### src/hdl/cpu_pkg.sv
`default_nettype none

package cpu_pkg;

    // Datapath widths
    localparam int ADDR_BITS   = 32;
    localparam int DATA_BITS   = 32;
    localparam int BRANCH_BITS = 2;

    // Branch control from execute
    localparam logic [BRANCH_BITS-1:0] BRANCH_NEXT = 2'd0;
    localparam logic [BRANCH_BITS-1:0] BRANCH_BEQ  = 2'd1;
    localparam logic [BRANCH_BITS-1:0] BRANCH_JAL  = 2'd2;
    localparam logic [BRANCH_BITS-1:0] BRANCH_JALR = 2'd3;

    // RV32I major opcodes seen by decode
    localparam logic [6:0] OP_LUI    = 7'b0110111;
    localparam logic [6:0] OP_AUIPC  = 7'b0010111;
    localparam logic [6:0] OP_JAL    = 7'b1101111;
    localparam logic [6:0] OP_JALR   = 7'b1100111;
    localparam logic [6:0] OP_BRANCH = 7'b1100011;
    localparam logic [6:0] OP_LOAD   = 7'b0000011;
    localparam logic [6:0] OP_STORE  = 7'b0100011;
    localparam logic [6:0] OP_IMM    = 7'b0010011;
    localparam logic [6:0] OP_REG    = 7'b0110011;

    // ID/EX record
    typedef struct packed {
        logic                 valid;
        logic [ADDR_BITS-1:0] pc;
        logic [6:0]           opcode;
        logic [4:0]           rd;
        logic [4:0]           rs1;
        logic [4:0]           rs2;
        logic [2:0]           funct3;
        logic [6:0]           funct7;
        logic [DATA_BITS-1:0] imm;
    } decoded_t;

endpackage

`default_nettype wire

### src/hdl/if_id_if.sv
`timescale 1ns/1ps
`default_nettype none

interface if_id_if;

    // IF/ID pipeline register contents
    logic [cpu_pkg::ADDR_BITS-1:0] pc;
    logic [cpu_pkg::DATA_BITS-1:0] inst;
    logic                          valid;

    modport fetch (
        output pc,
        output inst,
        output valid
    );

    modport decode (
        input pc,
        input inst,
        input valid
    );

endinterface

`default_nettype wire

### src/hdl/fetch_stage.sv
`timescale 1ns/1ps
`default_nettype none

module fetch_stage #(
    parameter logic [cpu_pkg::ADDR_BITS-1:0] RESET_PC = '0
) (
    input  logic                            clk,
    input  logic                            rst,
    input  logic                            run_i,
    input  logic                            stall_i,
    input  logic                            flush_i,
    input  logic [cpu_pkg::DATA_BITS-1:0]   inst_i,
    output logic [cpu_pkg::ADDR_BITS-1:0]   inst_pc_o,
    // Branch resolution from execute
    input  logic [cpu_pkg::BRANCH_BITS-1:0] branch_ctrl_i,
    input  logic                            zero_i,
    input  logic [cpu_pkg::ADDR_BITS-1:0]   pc_imm_i,
    input  logic [cpu_pkg::ADDR_BITS-1:0]   pc_aluout_i,
    // CSR redirects
    input  logic                            csr_int_i,
    input  logic                            csr_mret_i,
    input  logic [cpu_pkg::ADDR_BITS-1:0]   csr_pc_i,
    input  logic [cpu_pkg::ADDR_BITS-1:0]   csr_retpc_i,
    if_id_if.fetch                          if2id
);

    logic [cpu_pkg::ADDR_BITS-1:0] pc_q;
    logic [cpu_pkg::ADDR_BITS-1:0] pc_plus4;
    logic [cpu_pkg::ADDR_BITS-1:0] pc_next;
    logic                          advance;

    assign pc_plus4  = pc_q + 32'd4;
    assign inst_pc_o = pc_q;
    assign advance   = run_i && !stall_i;

    // mret beats interrupt and both beat execute
    always_comb begin
        if (csr_mret_i) begin
            pc_next = csr_retpc_i;
        end else if (csr_int_i) begin
            pc_next = csr_pc_i;
        end else begin
            case (branch_ctrl_i)
                cpu_pkg::BRANCH_NEXT: pc_next = pc_plus4;
                // zero_i high means the operands differ
                cpu_pkg::BRANCH_BEQ:  pc_next = zero_i ? pc_plus4 : pc_imm_i;
                cpu_pkg::BRANCH_JAL:  pc_next = pc_imm_i;
                cpu_pkg::BRANCH_JALR: pc_next = {pc_aluout_i[31:1], 1'b0};
                default:              pc_next = pc_plus4;
            endcase
        end
    end

    always_ff @(posedge clk or posedge rst) begin
        if (rst) begin
            pc_q <= RESET_PC;
        end else if (advance) begin
            pc_q <= pc_next;
        end
    end

    // IF/ID register where flush wins over stall
    always_ff @(posedge clk or posedge rst) begin
        if (rst) begin
            if2id.pc    <= '0;
            if2id.inst  <= '0;
            if2id.valid <= 1'b0;
        end else if (run_i) begin
            if (flush_i) begin
                if2id.pc    <= '0;
                if2id.inst  <= '0;
                if2id.valid <= 1'b0;
            end else if (!stall_i) begin
                if2id.pc    <= pc_q;
                if2id.inst  <= inst_i;
                if2id.valid <= 1'b1;
            end
        end
    end

endmodule

`default_nettype wire

### src/flat_wrapper.sv
// flat-port wrapper written by rule: the top's interface ports become plain ports
module fetch_stage_flat 
#(
    parameter logic [cpu_pkg::ADDR_BITS-1:0] RESET_PC = '0
)
  (clk, rst, run_i, stall_i, flush_i, inst_i, inst_pc_o, branch_ctrl_i, zero_i, pc_imm_i, pc_aluout_i, csr_int_i, csr_mret_i, csr_pc_i, csr_retpc_i, if2id_pc, if2id_inst, if2id_valid);
  if_id_if if2id_i ();
  input  logic clk;
  input  logic rst;
  input  logic run_i;
  input  logic stall_i;
  input  logic flush_i;
  input  logic [cpu_pkg::DATA_BITS-1:0] inst_i;
  output logic [cpu_pkg::ADDR_BITS-1:0] inst_pc_o;
  input  logic [cpu_pkg::BRANCH_BITS-1:0] branch_ctrl_i;
  input  logic zero_i;
  input  logic [cpu_pkg::ADDR_BITS-1:0] pc_imm_i;
  input  logic [cpu_pkg::ADDR_BITS-1:0] pc_aluout_i;
  input  logic csr_int_i;
  input  logic csr_mret_i;
  input  logic [cpu_pkg::ADDR_BITS-1:0] csr_pc_i;
  input  logic [cpu_pkg::ADDR_BITS-1:0] csr_retpc_i;
  output wire logic [$bits(if2id_i.pc)-1:0] if2id_pc;
  output wire logic [$bits(if2id_i.inst)-1:0] if2id_inst;
  output wire logic [$bits(if2id_i.valid)-1:0] if2id_valid;
  assign if2id_pc = if2id_i.pc;
  assign if2id_inst = if2id_i.inst;
  assign if2id_valid = if2id_i.valid;
  fetch_stage #(.RESET_PC(RESET_PC)) u_core (.clk(clk), .rst(rst), .run_i(run_i), .stall_i(stall_i), .flush_i(flush_i), .inst_i(inst_i), .inst_pc_o(inst_pc_o), .branch_ctrl_i(branch_ctrl_i), .zero_i(zero_i), .pc_imm_i(pc_imm_i), .pc_aluout_i(pc_aluout_i), .csr_int_i(csr_int_i), .csr_mret_i(csr_mret_i), .csr_pc_i(csr_pc_i), .csr_retpc_i(csr_retpc_i), .if2id(if2id_i));
endmodule
### config.mk
export PLATFORM = sky130hd
export DESIGN_NAME = fetch_stage_flat
export DESIGN_NICKNAME = d
export VERILOG_FILES = /design/src/hdl/cpu_pkg.sv /design/src/hdl/if_id_if.sv /design/src/hdl/fetch_stage.sv /design/src/flat_wrapper.sv
export SDC_FILE = /design/constraint.sdc
export NUM_CORES = 1
export LEC_CHECK = 0
export ABC_AREA = 1
export BUFFER_PORTS_ARGS = -buffer_cell sky130_fd_sc_hd__clkbuf_2
export CORE_UTILIZATION = 49
export CTS_BUF_LIST = sky130_fd_sc_hd__clkbuf_8
export CTS_CLUSTER_SIZE = 14
export DETAILED_ROUTE_END_ITERATION = 16
export PLACE_DENSITY = 0.95
export SYNTH_ARGS = -nofsm -noshare
export SYNTH_HDL_FRONTEND = slang
export SYNTH_SLANG_ARGS = --single-unit
### constraint.sdc
create_clock -name clk -period 3.27 [get_ports clk]
set_input_delay 0.1635 -clock clk [delete_from_list [all_inputs] [get_ports clk]]
set_output_delay 0.1635 -clock clk [all_outputs]
set_load 0.05 [all_outputs]
==> results.toml <==
[drt]
routed_wl_um = 19700
route.detailed.drc = 2
ant_nets = 0
wl_per_cell_um = 15.9
drt_first_pass_iters = 13
viasPerCell = 5.49
dr_total_vias = 6807
drtIter0Drc = 634

[grt]
grt_pass1_vias = 6511
grt_pass1_wl_um = 31700
gr-total-overflow = 0
grt_max_degree = 80
grt_use_total_pct = 31.8
antenna_found_initial = 0

[floorplanning]
io_pins = 267
row_count = 40
core_um2 = 12000
die_h_um = 113
fp.dieW_um = 113
start_util_pct = 50.0
die-area_um2 = 12700

[critical_path]
worstPathArrival_ns = 2.27
start_kind = "input port"
r2r-end = "u_core.inst_pc_o[28]"
cp.required_ns = 3.57
worst-setup-path-type = "input port to register"
r2r-start = "u_core.inst_pc_o[3]"
end_kind = "register"
reg2reg_depth = 14
r2r_slack_ns = 1.39
crit_fanout = 22

[timing]
hold_violations = 1
rsz0062_at_grt = "no"
fin_crit_sh_pct = 60.1
finalWorstSetupSlack_ns = 1.30
clock.fmax_mhz = 509
worst_pin_slew_ns = 1.05
relSlewSlack_pct = 30.1
setup_violations = 0
fin_crit_ns = 1.97
final.setup.tns_ns = 0
finalClockSkew_ns = 0.0166
hold_ws_ns = -0.00705
drv_slew = 0

[synthesis]
synth_flop_cell = "dfrtp_1"
ys_top_cells_by_area = "dfrtp_1 (41%), nand2_1 (13%), inv_1 (7.0%), o21ai_0 (5.4%), nand3_1 (5.0%)"
yosysSeqAreaShare_pct = 40.6
syn-num-nets = 1015
synth-edff-count = 0
yosysTopAreaCell = "dfrtp_1"
async_reset_ff_share_pct = 100
netlist_area_um2 = 5990
yosysWarnings = 0
yosys_register_bits = 97
postSynthAreaPerCell_um2 = 7.13
postSynthCellCount = 840
synth_cell_types = 38
synth_top_area_share_pct = 40.6

[status]
status = "finished, violations left"
violations = "DRC, hold timing"

[flow_run]
maxCapViolations = 0

[clock_network]
cts_sinks = 97
h-tree-depth = 3
clock_path_buffers = 2
cts_tree = "done"
numCtsBuffers = 9
cts_resized = 0
path_clk_slew_ns = 0.10
clk_latency_ns = 0.37
cts-root-buf = "clkbuf_8"

[place]
place.gp.congestion = 0.966
numPortBuffers = 265
placedInstanceArea_um2 = 7400
pre_cts_slack_ns = 1.03
hpwl_um = 14700

[cells_and_area]
area_delta_synth_final_pct = 27.4
antenna_cells = 0
nNetsFinal = 1264
stdcell_area_um2 = 7630
final_layout_size_suffix_gt1_share_pct = 31.8

[pwr]
leakage_uw = 0.00402
peakVddDrop_mv = 0.326
powerDensity_nw_per_um2 = 470

[min_path]
hold_path_class = "input port to asynchronous set/reset pin"
## critical path: stages
cell and delay [ns]:
clkbuf_2 0.11, inv_1 0.08, ha_1 0.14, inv_1 0.07, o21ai_2 0.83, nand2_2 0.28, a21oi_1 0.23, o21ai_0 0.11
nand2_1 0.06, a21oi_1 0.05, a21oi_1 0.13
## metrics by stage
stage	utilization [%]	total power, uW	cells	hold slack (ns)
final	63.8	3580	1241	-0.00705
after CTS	63.8	3580	1241	0.00964
after global routing	63.8	3750	1241	0.0121
after global placement	61.9	2740	1223	0.354
after floorplan	-	2360	840	0.249
after detailed placement	61.9	2770	1223	0.358
## cell usage in the layout, fill, tap and decap left out, types with 9 or more instances in the layout
master / count
inv_1: 111
buf_4: 12
nand3_1: 60
clkbuf_8: 10
a21oi_1: 36
o21ai_0: 64
nand4_1: 9
a21boi_0: 9
a22oi_1: 15
o22ai_1: 34
nand2_1: 210
nor2_2: 11
nand2_2: 11
clkbuf_2: 265
inv_2: 10
dfrtp_1: 97
nor2_1: 59
## power breakdown
group | internal (uW) | switching, uW | total [uW]
sequential | 1330 | 150 | 1480
clock | 378 | 440 | 818
combinational | 335 | 950 | 1280
total | 2040 | 1540 | 3580
## cells in the mapped netlist, drive strengths merged, types with 7 or more instances
master,count
nor2,78
inv,121
buf,21
o22ai,34
a21oi,38
clkbuf,20
nand3,63
nand2,222
o21ai,71
a21boi,9
nand4,9
a22oi,15
a31oi,7
dfrtp,97
o211ai,7
## area by class of cell
type / count / area [um^2]
clock buffers: 10 / 138
fillers: 1077 / 4340
repair buffers: 279 / 1440
clock inverters: 6 / 65.1
well taps: 147 / 184
multi-input cells: 579 / 2910
inverters: 123 / 464
flip-flops and latches: 97 / 2430
## per-layer routing
| layer | GRT usage, % | routed length (um) | part of all wire, % |
|---|---|---|---|
| met2 | 52.2 | 9340 | 47 |
| met1 | 41.5 | 8030 | 41 |
| met4 | 13.7 | 640 | 3.2 |
| met3 | 5.78 | 1700 | 8.6 |
| met5 | 0 | 0 | 0 |
## state kept, by name, summed over array words and instances (netlist names)
signal,cells
u_core.if2id.pc,32
u_core.if2id.valid,1
u_core.if2id.inst,32
u_core.inst_pc_o,32
## kinds of logic after synthesis
family / count (synthesis) / share of synthesized area (%)
flops: 97 / 40.6
simple gates: 386 / 28.8
mux: 1 / 0.167
buf+inv: 164 / 11.0
compound gates: 185 / 18.2
fa+ha+maj: 5 / 1.05
xor+xnor: 2 / 0.293
## how the worst max path moves through the flow
stage	from	to	slack, ns	cells after the start
after floorplan	rst	u_core.if2id.inst[0]	0.57	1
after global placement	branch_ctrl_i[1]	u_core.inst_pc_o[14]	1.11	11
after detailed placement	branch_ctrl_i[1]	u_core.inst_pc_o[16]	1.03	11
after CTS	branch_ctrl_i[1]	u_core.inst_pc_o[16]	1.40	11
after global routing	branch_ctrl_i[1]	u_core.inst_pc_o[16]	1.18	11
final	branch_ctrl_i[1]	u_core.inst_pc_o[8]	1.30	11
## what timing repair did
| item | 4_1_cts | 5_1_grt |
|---|---|---|
| endpoints found under the hold margin | 1 | 0 |
| hold buffers | 2 | 0 |
| setup buffers | 0 | 0 |
(Power assumes the default switching activity.)
