$ cat src/hdl/cpu_pkg.sv
`default_nettype none

package cpu_pkg;

    // Datapath widths
    localparam int ADDR_BITS   = 32;
    localparam int DATA_BITS   = 32;
    localparam int BRANCH_BITS = 2;

    // Branch control from execute
    localparam logic [BRANCH_BITS-1:0] BRANCH_NEXT = 2'd0;
    localparam logic [BRANCH_BITS-1:0] BRANCH_BEQ  = 2'd1;
    localparam logic [BRANCH_BITS-1:0] BRANCH_JAL  = 2'd2;
    localparam logic [BRANCH_BITS-1:0] BRANCH_JALR = 2'd3;

    // RV32I major opcodes seen by decode
    localparam logic [6:0] OP_LUI    = 7'b0110111;
    localparam logic [6:0] OP_AUIPC  = 7'b0010111;
    localparam logic [6:0] OP_JAL    = 7'b1101111;
    localparam logic [6:0] OP_JALR   = 7'b1100111;
    localparam logic [6:0] OP_BRANCH = 7'b1100011;
    localparam logic [6:0] OP_LOAD   = 7'b0000011;
    localparam logic [6:0] OP_STORE  = 7'b0100011;
    localparam logic [6:0] OP_IMM    = 7'b0010011;
    localparam logic [6:0] OP_REG    = 7'b0110011;

    // ID/EX record
    typedef struct packed {
        logic                 valid;
        logic [ADDR_BITS-1:0] pc;
        logic [6:0]           opcode;
        logic [4:0]           rd;
        logic [4:0]           rs1;
        logic [4:0]           rs2;
        logic [2:0]           funct3;
        logic [6:0]           funct7;
        logic [DATA_BITS-1:0] imm;
    } decoded_t;

endpackage

`default_nettype wire

$ cat src/hdl/if_id_if.sv
`timescale 1ns/1ps
`default_nettype none

interface if_id_if;

    // IF/ID pipeline register contents
    logic [cpu_pkg::ADDR_BITS-1:0] pc;
    logic [cpu_pkg::DATA_BITS-1:0] inst;
    logic                          valid;

    modport fetch (
        output pc,
        output inst,
        output valid
    );

    modport decode (
        input pc,
        input inst,
        input valid
    );

endinterface

`default_nettype wire

$ cat src/hdl/decode_stage.sv
`timescale 1ns/1ps
`default_nettype none

module decode_stage (
    input  logic              clk,
    input  logic              rst,
    input  logic              run_i,
    input  logic              stall_i,
    input  logic              flush_i,
    if_id_if.decode           if2id,
    output cpu_pkg::decoded_t id_o
);

    logic [cpu_pkg::DATA_BITS-1:0] inst;
    logic [6:0]                    opcode;
    logic [cpu_pkg::DATA_BITS-1:0] imm_i;
    logic [cpu_pkg::DATA_BITS-1:0] imm_s;
    logic [cpu_pkg::DATA_BITS-1:0] imm_b;
    logic [cpu_pkg::DATA_BITS-1:0] imm_u;
    logic [cpu_pkg::DATA_BITS-1:0] imm_j;
    logic [cpu_pkg::DATA_BITS-1:0] imm;
    cpu_pkg::decoded_t             dec;
    cpu_pkg::decoded_t             id_q;

    assign inst   = if2id.inst;
    assign opcode = inst[6:0];

    // Sign-extended immediate for each format
    assign imm_i = {{20{inst[31]}}, inst[31:20]};
    assign imm_s = {{20{inst[31]}}, inst[31:25], inst[11:7]};
    assign imm_b = {{19{inst[31]}}, inst[31], inst[7], inst[30:25], inst[11:8], 1'b0};
    assign imm_u = {inst[31:12], 12'b0};
    assign imm_j = {{11{inst[31]}}, inst[31], inst[19:12], inst[20], inst[30:21], 1'b0};

    always_comb begin
        case (opcode)
            cpu_pkg::OP_IMM,
            cpu_pkg::OP_LOAD,
            cpu_pkg::OP_JALR:   imm = imm_i;
            cpu_pkg::OP_STORE:  imm = imm_s;
            cpu_pkg::OP_BRANCH: imm = imm_b;
            cpu_pkg::OP_LUI,
            cpu_pkg::OP_AUIPC:  imm = imm_u;
            cpu_pkg::OP_JAL:    imm = imm_j;
            // R-type and anything unknown carry no immediate
            default:            imm = '0;
        endcase
    end

    // Register fields sit at fixed positions in every format
    always_comb begin
        dec.valid  = if2id.valid;
        dec.pc     = if2id.pc;
        dec.opcode = opcode;
        dec.rd     = inst[11:7];
        dec.rs1    = inst[19:15];
        dec.rs2    = inst[24:20];
        dec.funct3 = inst[14:12];
        dec.funct7 = inst[31:25];
        dec.imm    = imm;
    end

    // ID/EX register on the same enable as fetch
    always_ff @(posedge clk or posedge rst) begin
        if (rst) begin
            id_q <= '0;
        end else if (run_i) begin
            if (flush_i) begin
                id_q <= '0;
            end else if (!stall_i) begin
                id_q <= dec;
            end
        end
    end

    assign id_o = id_q;

endmodule

`default_nettype wire

$ cat src/flat_wrapper.sv
// flat-port wrapper written by rule: the top's interface ports become plain ports
module decode_stage_flat 
  (clk, rst, run_i, stall_i, flush_i, id_o, if2id_pc, if2id_inst, if2id_valid);
  if_id_if if2id_i ();
  input  logic clk;
  input  logic rst;
  input  logic run_i;
  input  logic stall_i;
  input  logic flush_i;
  output cpu_pkg::decoded_t id_o;
  input wire logic [$bits(if2id_i.pc)-1:0] if2id_pc;
  input wire logic [$bits(if2id_i.inst)-1:0] if2id_inst;
  input wire logic [$bits(if2id_i.valid)-1:0] if2id_valid;
  assign if2id_i.pc = if2id_pc;
  assign if2id_i.inst = if2id_inst;
  assign if2id_i.valid = if2id_valid;
  decode_stage u_core (.clk(clk), .rst(rst), .run_i(run_i), .stall_i(stall_i), .flush_i(flush_i), .if2id(if2id_i), .id_o(id_o));
endmodule
$ cat config.mk
export PLATFORM = sky130hd
export DESIGN_NAME = decode_stage_flat
export DESIGN_NICKNAME = d
export VERILOG_FILES = /design/src/hdl/cpu_pkg.sv /design/src/hdl/if_id_if.sv /design/src/hdl/decode_stage.sv /design/src/flat_wrapper.sv
export SDC_FILE = /design/constraint.sdc
export NUM_CORES = 1
export LEC_CHECK = 0
export ABC_AREA = 0
export BUFFER_PORTS_ARGS = -buffer_cell sky130_fd_sc_hd__buf_4
export CAP_MARGIN = 30
export CORE_MARGIN = 1
export CORE_UTILIZATION = 50
export CTS_CLUSTER_SIZE = 20
export DETAILED_ROUTE_END_ITERATION = 6
export PLACE_DENSITY = 0.83
export SLEW_MARGIN = 5
export SYNTH_ARGS = -nofsm -noshare
export SYNTH_HDL_FRONTEND = slang
export SYNTH_SLANG_ARGS = --single-unit
$ cat constraint.sdc
create_clock -name clk -period 6.6 [get_ports clk]
set_input_delay 1.32 -clock clk [delete_from_list [all_inputs] [get_ports clk]]
set_output_delay 1.32 -clock clk [all_outputs]
set_load 0.01 [all_outputs]
==> results.toml, run 1 <==
[yosys]
synth-simple-area-share_pct = 6.32
ys.flop_type = "sky130_fd_sc_hd__dfrtp_1"
async_reset_ff_share_pct = 100
synthCells = 282
muxShareOfSynthArea_pct = 0.303
synth_edf_count = 0
syn-mean-instance-area_um2 = 13.2
mappedNetlistArea_mm2 = 0.00372
synthesis.nets = 352
ys_ff_latch = 97
adder_cell_share_of_the_synthesized_area_pct = 0
seq_area_frac_synth_pct = 65.3
synth_cell_types = 33
synth_compound_gate_area_share_pct = 25.7
yosysWarningCount = 0
synth_xor_area_share_pct = 0
synth_top_family_by_area = "compound AO/OA/AOI/OAI gates"

[finish]
multiInputGateArea_mm2 = 0.00122
design_area_mm2 = 0.00527
ff_latch_area_mm2 = 0.00243
final_cells = 549
post_route_cells_drive_above_1_share_pct = 43.6
net_count_final = 516
syn_to_final_growth_pct = 41.7
diodes = 0
largest_register_ff_count = 97
n_fill_cell = 528

[global_route]
grt_pass1_wl_um = 15800
grt_pass1_vias = 3021
grt_remaining_overflow = 0
grt_max_degree = 73
globalRouteTotalUtil_pct = 27.4
initial_antenna_violation_count = 0

[placed_design]
placedInstanceArea_mm2 = 0.00507
buffer_ports.inserted = 166
hpwl_um = 7190
place.detailed.instances = 533
finalWeightedCongestion = 0.758

[sta]
hold_viol_final = 0
timing.final.setup_violations = 0
finalMaxSlewViolations = 0
timing_worst_slew_pin_value_ns = 0.895
grt_setup_unrepaired = "false"
timing.setup.tns_ns = 0
final_worst_path_period_need_ns = 2.86
max_slew_margin_pct = 40.3
timing.final.crit_share_pct = 43.3
achievable-frequency_mhz = 350
clock_skew_ns = 0
post_route_worst_hold_slack_ns = 0.488

[floorplanning]
fp.dieArea_mm2 = 0.00779
die_width_um = 88.3
num_rows = 31
die_h_um = 88.3
core_area_mm2 = 0.00721
boundaryPins = 167
start_util_pct = 51.6

[drt]
drtAntennaViolNets = 0
post_drt_wl_per_cell_um = 19.1
drtIter0Drc = 220
vias = 3145
drt_pass1_iterations = 4
drt-vias-per-instance = 5.73
drt-total-wl_um = 10500
post-route-drc-count = 0

[cts]
clockBufferDepth = 2
cts_hold_repair.buffers = 0
cts.repair_timing.setup_buffer_count = 0
cts-root-buf = "sky130_fd_sc_hd__clkbuf_8"
tritoncts = "built"
cts_htree_levels = 3
clk-insertion-delay-late_ns = 0.35
cts-resized-gates = 0
cts_inserted_buffers = 9
clk_transition_reported_paths_ns = 0.09
clkSinkCount = 97

[critical_path]
critical_path.top_delay_family = "simple AND/OR/NAND/NOR gates"
crit_path_cell_trace = "buf_4, nor3b_2, buf_4, nand2_1, nor2_2, a221o_1"
critPathMaxFanout = 65
critical_path.endpoint_type = "flop"
crit_arrival_ns = 3.15
timing.critical_path.buf_inv = 2
max_stage_delay_ns = 0.58
worst_ep_required_time_ns = 6.89
startpoint_type = "input pin"
worstSetupPathType = "input pin to flop"
slowest_cell_on_crit_path = "sky130_fd_sc_hd__buf_4"
critical_path.most_common_cell = "sky130_fd_sc_hd__buf_4"

[pwr]
worst_ir_drop_vdd_v = 0.000130
power_density_mw_per_mm2 = 229
leakage_nw = 2.69

[job]
max_cap_viol_count = 0

[worst_hold_path]
hold_path_class = "flop to flop"

[outcome]
outcome = "completed"
[placed cells by master, fill, tap and decap left out, types with 4 or more instances in the layout]
master	instances
sky130_fd_sc_hd__o21ai_1	9
sky130_fd_sc_hd__nand3_1	5
sky130_fd_sc_hd__buf_4	169
sky130_fd_sc_hd__a22o_1	68
sky130_fd_sc_hd__a21oi_1	10
sky130_fd_sc_hd__a221o_1	10
sky130_fd_sc_hd__dfrtp_1	97
sky130_fd_sc_hd__o21ai_0	4
sky130_fd_sc_hd__clkbuf_8	9
sky130_fd_sc_hd__a22oi_1	4
sky130_fd_sc_hd__nand2_1	25
[synthesized netlist by cell type, types with 2 or more instances]
library cell / number / share of area (%)
sky130_fd_sc_hd__dfrtp_1: 97 / 65
sky130_fd_sc_hd__o21ai_0: 4 / 0.54
sky130_fd_sc_hd__nand2_1: 25 / 2.5
sky130_fd_sc_hd__a22oi_1: 4 / 0.81
sky130_fd_sc_hd__a221o_1: 10 / 2.7
sky130_fd_sc_hd__a22o_1: 68 / 16
sky130_fd_sc_hd__inv_1: 4 / 0.40
sky130_fd_sc_hd__nor2_2: 2 / 0.34
sky130_fd_sc_hd__nor3b_1: 3 / 0.61
sky130_fd_sc_hd__a21oi_1: 10 / 1.3
sky130_fd_sc_hd__nand3b_1: 3 / 0.61
sky130_fd_sc_hd__clkbuf_1: 14 / 1.4
sky130_fd_sc_hd__nor2_1: 3 / 0.30
sky130_fd_sc_hd__nand3_1: 5 / 0.67
sky130_fd_sc_hd__buf_1: 2 / 0.20
sky130_fd_sc_hd__o21ai_1: 10 / 1.3
sky130_fd_sc_hd__a21o_1: 2 / 0.40
[final timing paths]
check | end | slack, ns | cells after the start | startpoint
worst max register to register | u_core.id_o[24]$_DFFE_PP0P_ | 5.75 | 1 | u_core.id_o[24]$_DFFE_PP0P_
max in group asynchronous | u_core.id_o[17]$_DFFE_PP0P_ | 4.49 | 3 | rst
worst max-delay path | u_core.id_o[22]$_DFFE_PP0P_ | 3.74 | 6 | flush_i
worst min register to register | u_core.id_o[42]$_DFFE_PP0P_ | 0.49 | 2 | u_core.id_o[42]$_DFFE_PP0P_
worst min-delay path | u_core.id_o[42]$_DFFE_PP0P_ | 0.49 | 2 | u_core.id_o[42]$_DFFE_PP0P_
min in group asynchronous | u_core.id_o[90]$_DFFE_PP0P_ | 0.91 | 2 | rst
[area by class of cell]
| class | count | share of cell area [%] |
|---|---|---|
| flip-flops and latches | 97 | 46.0 |
| repair buffers | 171 | 24.5 |
| multi-input cells | 163 | 23.1 |
| clock buffers | 9 | 2.35 |
| well taps | 99 | 2.35 |
| clock inverters | 6 | 1.28 |
| inverters | 4 | 0.332 |
[per-layer routing]
metal | part of all wire, % | global-route usage, % | wire (um)
met5 | 0 | 0 | 0
met4 | 1.6 | 10.9 | 164
met3 | 8.3 | 7.09 | 868
met2 | 50 | 44.3 | 5200
met1 | 41 | 35.7 | 4260
[through the flow]
| stage | worst slack [ns] | total power, W | util (%) |
|---|---|---|---|
| after floorplan | 2.75 | 0.000727 | - |
| after global placement | 3.16 | 0.000830 | 70.1 |
| after detailed placement | 3.35 | 0.000838 | 70.3 |
| after CTS | 3.74 | 0.00122 | 73.0 |
| after global routing | 3.59 | 0.00126 | 73.1 |
| final | 3.74 | 0.00121 | 73.1 |
[where the power goes]
part / leakage [nW] / internal (W) / switching, W / total (W)
sequential: 1.31 / 0.000625 / 0.0000186 / 0.000644
clock: 0.0921 / 0.000175 / 0.000206 / 0.000381
combinational: 1.29 / 0.0000940 / 0.0000882 / 0.000182
[logic make-up after synthesis]
kind of cell,Yosys count
muxes,1
and+or+nand+nor,46
AOI/OAI and AO/OA,116
buffers and inverters,22
DFF,97
No activity file was read; power rests on OpenSTA's default activity.
==> inputs of run 2 (changes only) <==
--- a/config.mk
+++ b/config.mk
@@ -9,10 +9,10 @@
 export BUFFER_PORTS_ARGS = -buffer_cell sky130_fd_sc_hd__buf_4
 export CAP_MARGIN = 30
 export CORE_MARGIN = 1
-export CORE_UTILIZATION = 50
+export CORE_UTILIZATION = 42
 export CTS_CLUSTER_SIZE = 20
 export DETAILED_ROUTE_END_ITERATION = 6
-export PLACE_DENSITY = 0.83
+export PLACE_DENSITY = 0.74
 export SLEW_MARGIN = 5
 export SYNTH_ARGS = -nofsm -noshare
 export SYNTH_HDL_FRONTEND = slang
==> constraint.sdc (replaced) <==
create_clock -name clk -period 2.5 [get_ports clk]
set_input_delay 0.5 -clock clk [delete_from_list [all_inputs] [get_ports clk]]
set_output_delay 0.5 -clock clk [all_outputs]
set_load 0.01 [all_outputs]
==> results.toml, run 2 (synthesis results as in run 1) <==
[sta]
max_slew_margin_pct = 50.5
timing.final.setup_violations = 0
post_route_worst_hold_slack_ns = 0.191
hold_viol_final = 0
finalMaxSlewViolations = 0
grt_setup_unrepaired = "false"
final_worst_path_period_need_ns = 1.60
clock_skew_ns = 0
timing.final.crit_share_pct = 64.0
finalWorstSetupSlack_ns = 0.901
timing_worst_slew_pin_value_ns = 0.742
achievable-frequency_mhz = 625
timing.setup.tns_ns = 0

[floorplanning]
core_area_mm2 = 0.00838
die_h_um = 96.1
start_util_pct = 44.4
die_width_um = 96.1
num_rows = 33
boundaryPins = 167
fp.dieArea_mm2 = 0.00924

[cts]
clk-insertion-delay-late_ns = 0.35
cts_hold_repair.buffers = 0
cts_inserted_buffers = 9
cts-resized-gates = 0
cts-root-buf = "sky130_fd_sc_hd__clkbuf_8"
cts_htree_levels = 3
cts.repair_timing.setup_buffer_count = 0
clkSinkCount = 97
clockBufferDepth = 2
clk_transition_reported_paths_ns = 0.09
tritoncts = "built"

[pwr]
switchingPower_w = 0.000798
netSwitchingFraction_pct = 25.0
worst_ir_drop_vdd_v = 0.000304
power_density_mw_per_mm2 = 596
leakage_nw = 2.73
power.share.combinational_pct = 15.3
clock_power_share_pct = 31.6
power.internal_w = 0.00240
sequentialPowerShare_pct = 53.1
post-layout-total-power_w = 0.00319

[placed_design]
worst_setup_slack_post_dpl_ns = 0.542
buffer_ports.inserted = 166
hpwl_um = 7160
finalWeightedCongestion = 0.803

[drt]
post-route-drc-count = 0
vias = 3082
post_drt_wl_per_cell_um = 18.1
drt-total-wl_um = 10200
drtAntennaViolNets = 0
drt_pass1_iterations = 4
drt-vias-per-instance = 5.49
drtIter0Drc = 101

[finish]
largest_register_ff_count = 97
post_route_cells_drive_above_1_share_pct = 44.1
n_fill_cell = 666
syn_to_final_growth_pct = 44.2
multiInputGateArea_mm2 = 0.00122
final_common_cell = "sky130_fd_sc_hd__buf_4"
ff_latch_area_mm2 = 0.00243
diodes = 0
net_count_final = 521
commonest_non_fill_non_tap_cells_in_the_layout = "sky130_fd_sc_hd__buf_4 (172), sky130_fd_sc_hd__dfrtp_1 (97), sky130_fd_sc_hd__a22o_1 (68), sky130_fd_sc_hd__nand2_1 (25)"

[global_route]
grt_pass1_vias = 2796
grt_remaining_overflow = 0
initial_antenna_violation_count = 0
grt_max_degree = 65
globalRouteTotalUtil_pct = 22.0
grt_pass1_wl_um = 15000

[outcome]
outcome = "completed"

[critical_path]
worst_ep_required_time_ns = 2.77
critPathMaxFanout = 13
startpoint_type = "input pin"
worstSetupPathType = "input pin to flop"
critical_path.endpoint_type = "flop"
crit_arrival_ns = 1.87

[worst_hold_path]
hold_path_class = "input pin to async pin"

[job]
max_cap_viol_count = 0
-- run 2: area by class of cell --
cell class	count	share of cell area (%)
tap	105	2.45
timing repair buffer	176	25.6
clock buffer	11	2.64
multi-input combinational	163	22.7
sequential	97	45.3
clock inverter	5	1.03
inverter	4	0.350
-- run 2: metal layers --
layer | part of all wire (%) | global-route usage [%]
met4 | 1.5 | 8.83
met3 | 9.1 | 4.82
met2 | 47 | 34.2
met5 | 0 | 0
met1 | 43 | 29.8
-- run 2: stage by stage --
stage / instance area [um^2] / utilization [%] / cells
2_1_floorplan: 3720 / - / 282
3_3_place_gp: 5170 / 61.6 / 545
3_5_place_dp: 5170 / 61.6 / 545
4_1_cts: 5360 / 64.0 / 561
5_1_grt: 5360 / 64.0 / 561
6_report: 5360 / 64.0 / 561
-- run 2: worst max-delay path: stages --
cell and delay, ns:
sky130_fd_sc_hd__buf_4 0.12, sky130_fd_sc_hd__mux2_2 0.37, sky130_fd_sc_hd__o22a_2 0.25, sky130_fd_sc_hd__a21o_1 0.36
sky130_fd_sc_hd__o21ai_0 0.25
-- run 2: final timing paths --
check / from / slack [ns] / to / cells after the start
hold / removal: rst / 0.19 / u_core.id_o[85]$_DFFE_PP0P_ / 2
setup / recovery: if2id_inst[5] / 0.90 / u_core.id_o[17]$_DFFE_PP0P_ / 5
min in group clk: if2id_pc[31] / 0.35 / u_core.id_o[95]$_DFFE_PP0P_ / 2
setup reg to reg: u_core.id_o[28]$_DFFE_PP0P_ / 1.67 / u_core.id_o[28]$_DFFE_PP0P_ / 1
max in group asynchronous: rst / 1.73 / u_core.id_o[71]$_DFFE_PP0P_ / 3
hold reg to reg: u_core.id_o[42]$_DFFE_PP0P_ / 0.48 / u_core.id_o[42]$_DFFE_PP0P_ / 2
-- run 2: power by group through the flow --
stage / logic (W) / registers, W / clock network [W]
floorplan: 0.000154 / 0.00176 / 0
global placement: 0.000488 / 0.00172 / 0
detailed placement: 0.000494 / 0.00173 / 0
CTS: 0.000497 / 0.00170 / 0.00104
global route: 0.000530 / 0.00171 / 0.00111
finish: 0.000490 / 0.00170 / 0.00101
==> inputs of run 3 (changes only) <==
--- a/config.mk
+++ b/config.mk
@@ -5,14 +5,14 @@
 export SDC_FILE = /design/constraint.sdc
 export NUM_CORES = 1
 export LEC_CHECK = 0
-export ABC_AREA = 0
+export ABC_AREA = 1
 export BUFFER_PORTS_ARGS = -buffer_cell sky130_fd_sc_hd__buf_4
 export CAP_MARGIN = 30
 export CORE_MARGIN = 1
-export CORE_UTILIZATION = 42
+export CORE_UTILIZATION = 48
 export CTS_CLUSTER_SIZE = 20
 export DETAILED_ROUTE_END_ITERATION = 6
-export PLACE_DENSITY = 0.74
+export PLACE_DENSITY = 0.79
 export SLEW_MARGIN = 5
 export SYNTH_ARGS = -nofsm -noshare
 export SYNTH_HDL_FRONTEND = slang
==> constraint.sdc (replaced) <==
create_clock -name clk -period 1.65 [get_ports clk]
set_input_delay 0.33 -clock clk [delete_from_list [all_inputs] [get_ports clk]]
set_output_delay 0.33 -clock clk [all_outputs]
set_load 0.01 [all_outputs]
==> results.toml, run 3 <==
[outcome]
outcome = "completed"

[drt]
drtAntennaViolNets = 0
drtIter0Drc = 157
maxUsedRoutingLayer = "met4"
met3WireLength_um = 863
vias = 3496
wl_met1_um = 4380
post-route-drc-count = 0
drt_pass1_iterations = 4
drt-total-wl_um = 10500
drt-vias-per-instance = 5.10
length_of_routed_met2_wiring_um = 5100
post_drt_wl_per_cell_um = 15.2

[yosys]
async_reset_ff_share_pct = 100
synth_cell_types = 21
yosysWarningCount = 0
ys.flop_type = "sky130_fd_sc_hd__dfrtp_1"
synth_top_cell_area_share_pct = 60.4
yosys-top-cells-area = "sky130_fd_sc_hd__dfrtp_1 (60%), sky130_fd_sc_hd__nand2_1 (15%), sky130_fd_sc_hd__a22o_1 (11%)"
synthCells = 414
synth.most_common_cell = "sky130_fd_sc_hd__nand2_1"
synthDominantAreaCellType = "sky130_fd_sc_hd__dfrtp_1"
syn-mean-instance-area_um2 = 9.71
synthesis.nets = 484
leading_cell_types_by_count_after_synthesis = "sky130_fd_sc_hd__nand2_1 (156), sky130_fd_sc_hd__dfrtp_1 (97), sky130_fd_sc_hd__a22o_1 (49)"
seq_area_frac_synth_pct = 60.4
mappedNetlistArea_mm2 = 0.00402
synth_edf_count = 0
ys_ff_latch = 97

[critical_path]
slowest_cell_on_crit_path = "sky130_fd_sc_hd__dfrtp_1"
setup.reg_to_reg.worst_slack_ns = 0.90
max_stage_delay_ns = 0.41
critical_path.endpoint_type = "output port"
crit_arrival_ns = 0.91
timing.critical_path.buf_inv = 1
worstSetupPathType = "flop to output port"
worstRegToRegCells = 1
worst_ep_required_time_ns = 1.32
r2r_end = "u_core.id_o[71]$_DFFE_PP0P_"
crit_path_cell_trace = "buf_4"
crit_reg_reg_startpoint = "u_core.id_o[71]$_DFFE_PP0P_"
critical_path.top_delay_family = "flip-flops"
startpoint_type = "flop"
critPathMaxFanout = 2

[finish]
syn_to_final_growth_pct = 38.1
diodes = 0
largest_register_ff_count = 97
final_common_cell = "sky130_fd_sc_hd__buf_4"
net_count_final = 647
multiInputGateArea_mm2 = 0.00137
commonest_non_fill_non_tap_cells_in_the_layout = "sky130_fd_sc_hd__buf_4 (171), sky130_fd_sc_hd__nand2_1 (156), sky130_fd_sc_hd__dfrtp_1 (97), sky130_fd_sc_hd__a22o_1 (49), sky130_fd_sc_hd__inv_1 (28)"
post_route_cells_drive_above_1_share_pct = 34.4
ff_latch_area_mm2 = 0.00243
n_fill_cell = 683

[pwr]
power.share.combinational_pct = 17.5
sequentialPowerShare_pct = 54.8
switchingPower_w = 0.00128
clock_power_share_pct = 27.7
worst_ir_drop_vdd_v = 0.000481
power_density_mw_per_mm2 = 863
power.internal_w = 0.00350
netSwitchingFraction_pct = 26.8
leakage_nw = 3.19

[sta]
achievable-frequency_mhz = 807
timing.final.crit_share_pct = 75.1
timing.final.setup_violations = 0
clock_skew_ns = 0
grt_setup_unrepaired = "false"
timing_worst_slew_pin_value_ns = 0.508
finalMaxSlewViolations = 0
hold_viol_final = 0
max_slew_margin_pct = 66.2
timing.setup.tns_ns = 0
finalWorstSetupSlack_ns = 0.411
final_worst_path_period_need_ns = 1.24

[placed_design]
finalWeightedCongestion = 0.841
buffer_ports.inserted = 166
worst_setup_slack_post_dpl_ns = 0.0559
hpwl_um = 7540

[cts]
cts-resized-gates = 0
cts_inserted_buffers = 9
cts_hold_repair.buffers = 0
cts-root-buf = "sky130_fd_sc_hd__clkbuf_8"
cts.repair_timing.setup_buffer_count = 0
clockBufferDepth = 2
clk-insertion-delay-late_ns = 0.34
clkSinkCount = 97
tritoncts = "built"
clk_transition_reported_paths_ns = 0.09
cts_htree_levels = 3

[floorplanning]
core_area_mm2 = 0.00818
die_h_um = 93.5
fp.dieArea_mm2 = 0.00874
num_rows = 33
start_util_pct = 49.2
die_width_um = 93.5
boundaryPins = 167

[global_route]
initial_antenna_violation_count = 0
grt_remaining_overflow = 0
globalRouteTotalUtil_pct = 25.3
grt_pass1_vias = 3492
grt_max_degree = 98
grt_pass1_wl_um = 17000

[worst_hold_path]
hold_path_class = "input pin to async pin"

[job]
max_cap_viol_count = 0
## run 3: worst min-delay path, delay by kind of cell
family                 cells  cell delay (ns)
buffers and inverters      3             0.57
## run 3: layout make-up
class / instances / area share (%)
sequential: 97 / 43.7
clock buffer: 10 / 2.30
multi-input combinational: 264 / 24.6
clock inverter: 5 / 0.609
inverter: 31 / 2.16
tap: 105 / 2.37
timing repair buffer: 174 / 24.2
## run 3: logic make-up (layout without fill, tap and decap cells)
family | count (synthesis) | after routing | synth area share, %
and+or+nand+nor | 188 | 188 | 19.8
DFF | 97 | 97 | 60.4
AOI/OAI and AO/OA | 76 | 76 | 14.0
buffers and inverters | 53 | 220 | 5.76
## run 3: worst max path at each step
stage                                            from                     endpoint  cells past startpoint
after floorplan                                   rst   u_core.id_o[0]$_DFFE_PP0P_                      1
after global placement                  if2id_inst[4]   u_core.id_o[3]$_DFFE_PP0P_                     10
after detailed placement                if2id_inst[4]   u_core.id_o[2]$_DFFE_PP0P_                     10
after CTS                 u_core.id_o[74]$_DFFE_PP0P_                     id_o[74]                      1
after global routing                    if2id_inst[4]  u_core.id_o[29]$_DFFE_PP0P_                     10
final                     u_core.id_o[28]$_DFFE_PP0P_                     id_o[28]                      1
## run 3: power groups by stage
stage	sequential (W)	clock (W)	combinational [W]
after floorplan	0.00274	0	0.000278
after global placement	0.00266	0	0.000827
after detailed placement	0.00267	0	0.000847
after CTS	0.00263	0.00136	0.000846
after global routing	0.00264	0.00145	0.000909
final	0.00263	0.00133	0.000837
## run 3: stage by stage
stage	instance area, um^2	util [%]	hold slack, ns	total power [W]	cells
floorplan	4020	-	0.458	0.00301	414
global placement	5390	65.9	0.465	0.00349	671
detailed placement	5390	65.9	0.466	0.00351	671
CTS	5550	67.9	0.130	0.00483	686
global route	5550	67.9	0.147	0.00500	686
finish	5550	67.9	0.0925	0.00479	686
## run 3: metal layers
layer / vias up / track usage (%)
met2: 138 / 41.9
met4: 0 / 5.77
met5: - / 0
met3: 8 / 6.42
met1: 1679 / 33.5
li1: 1671 / -
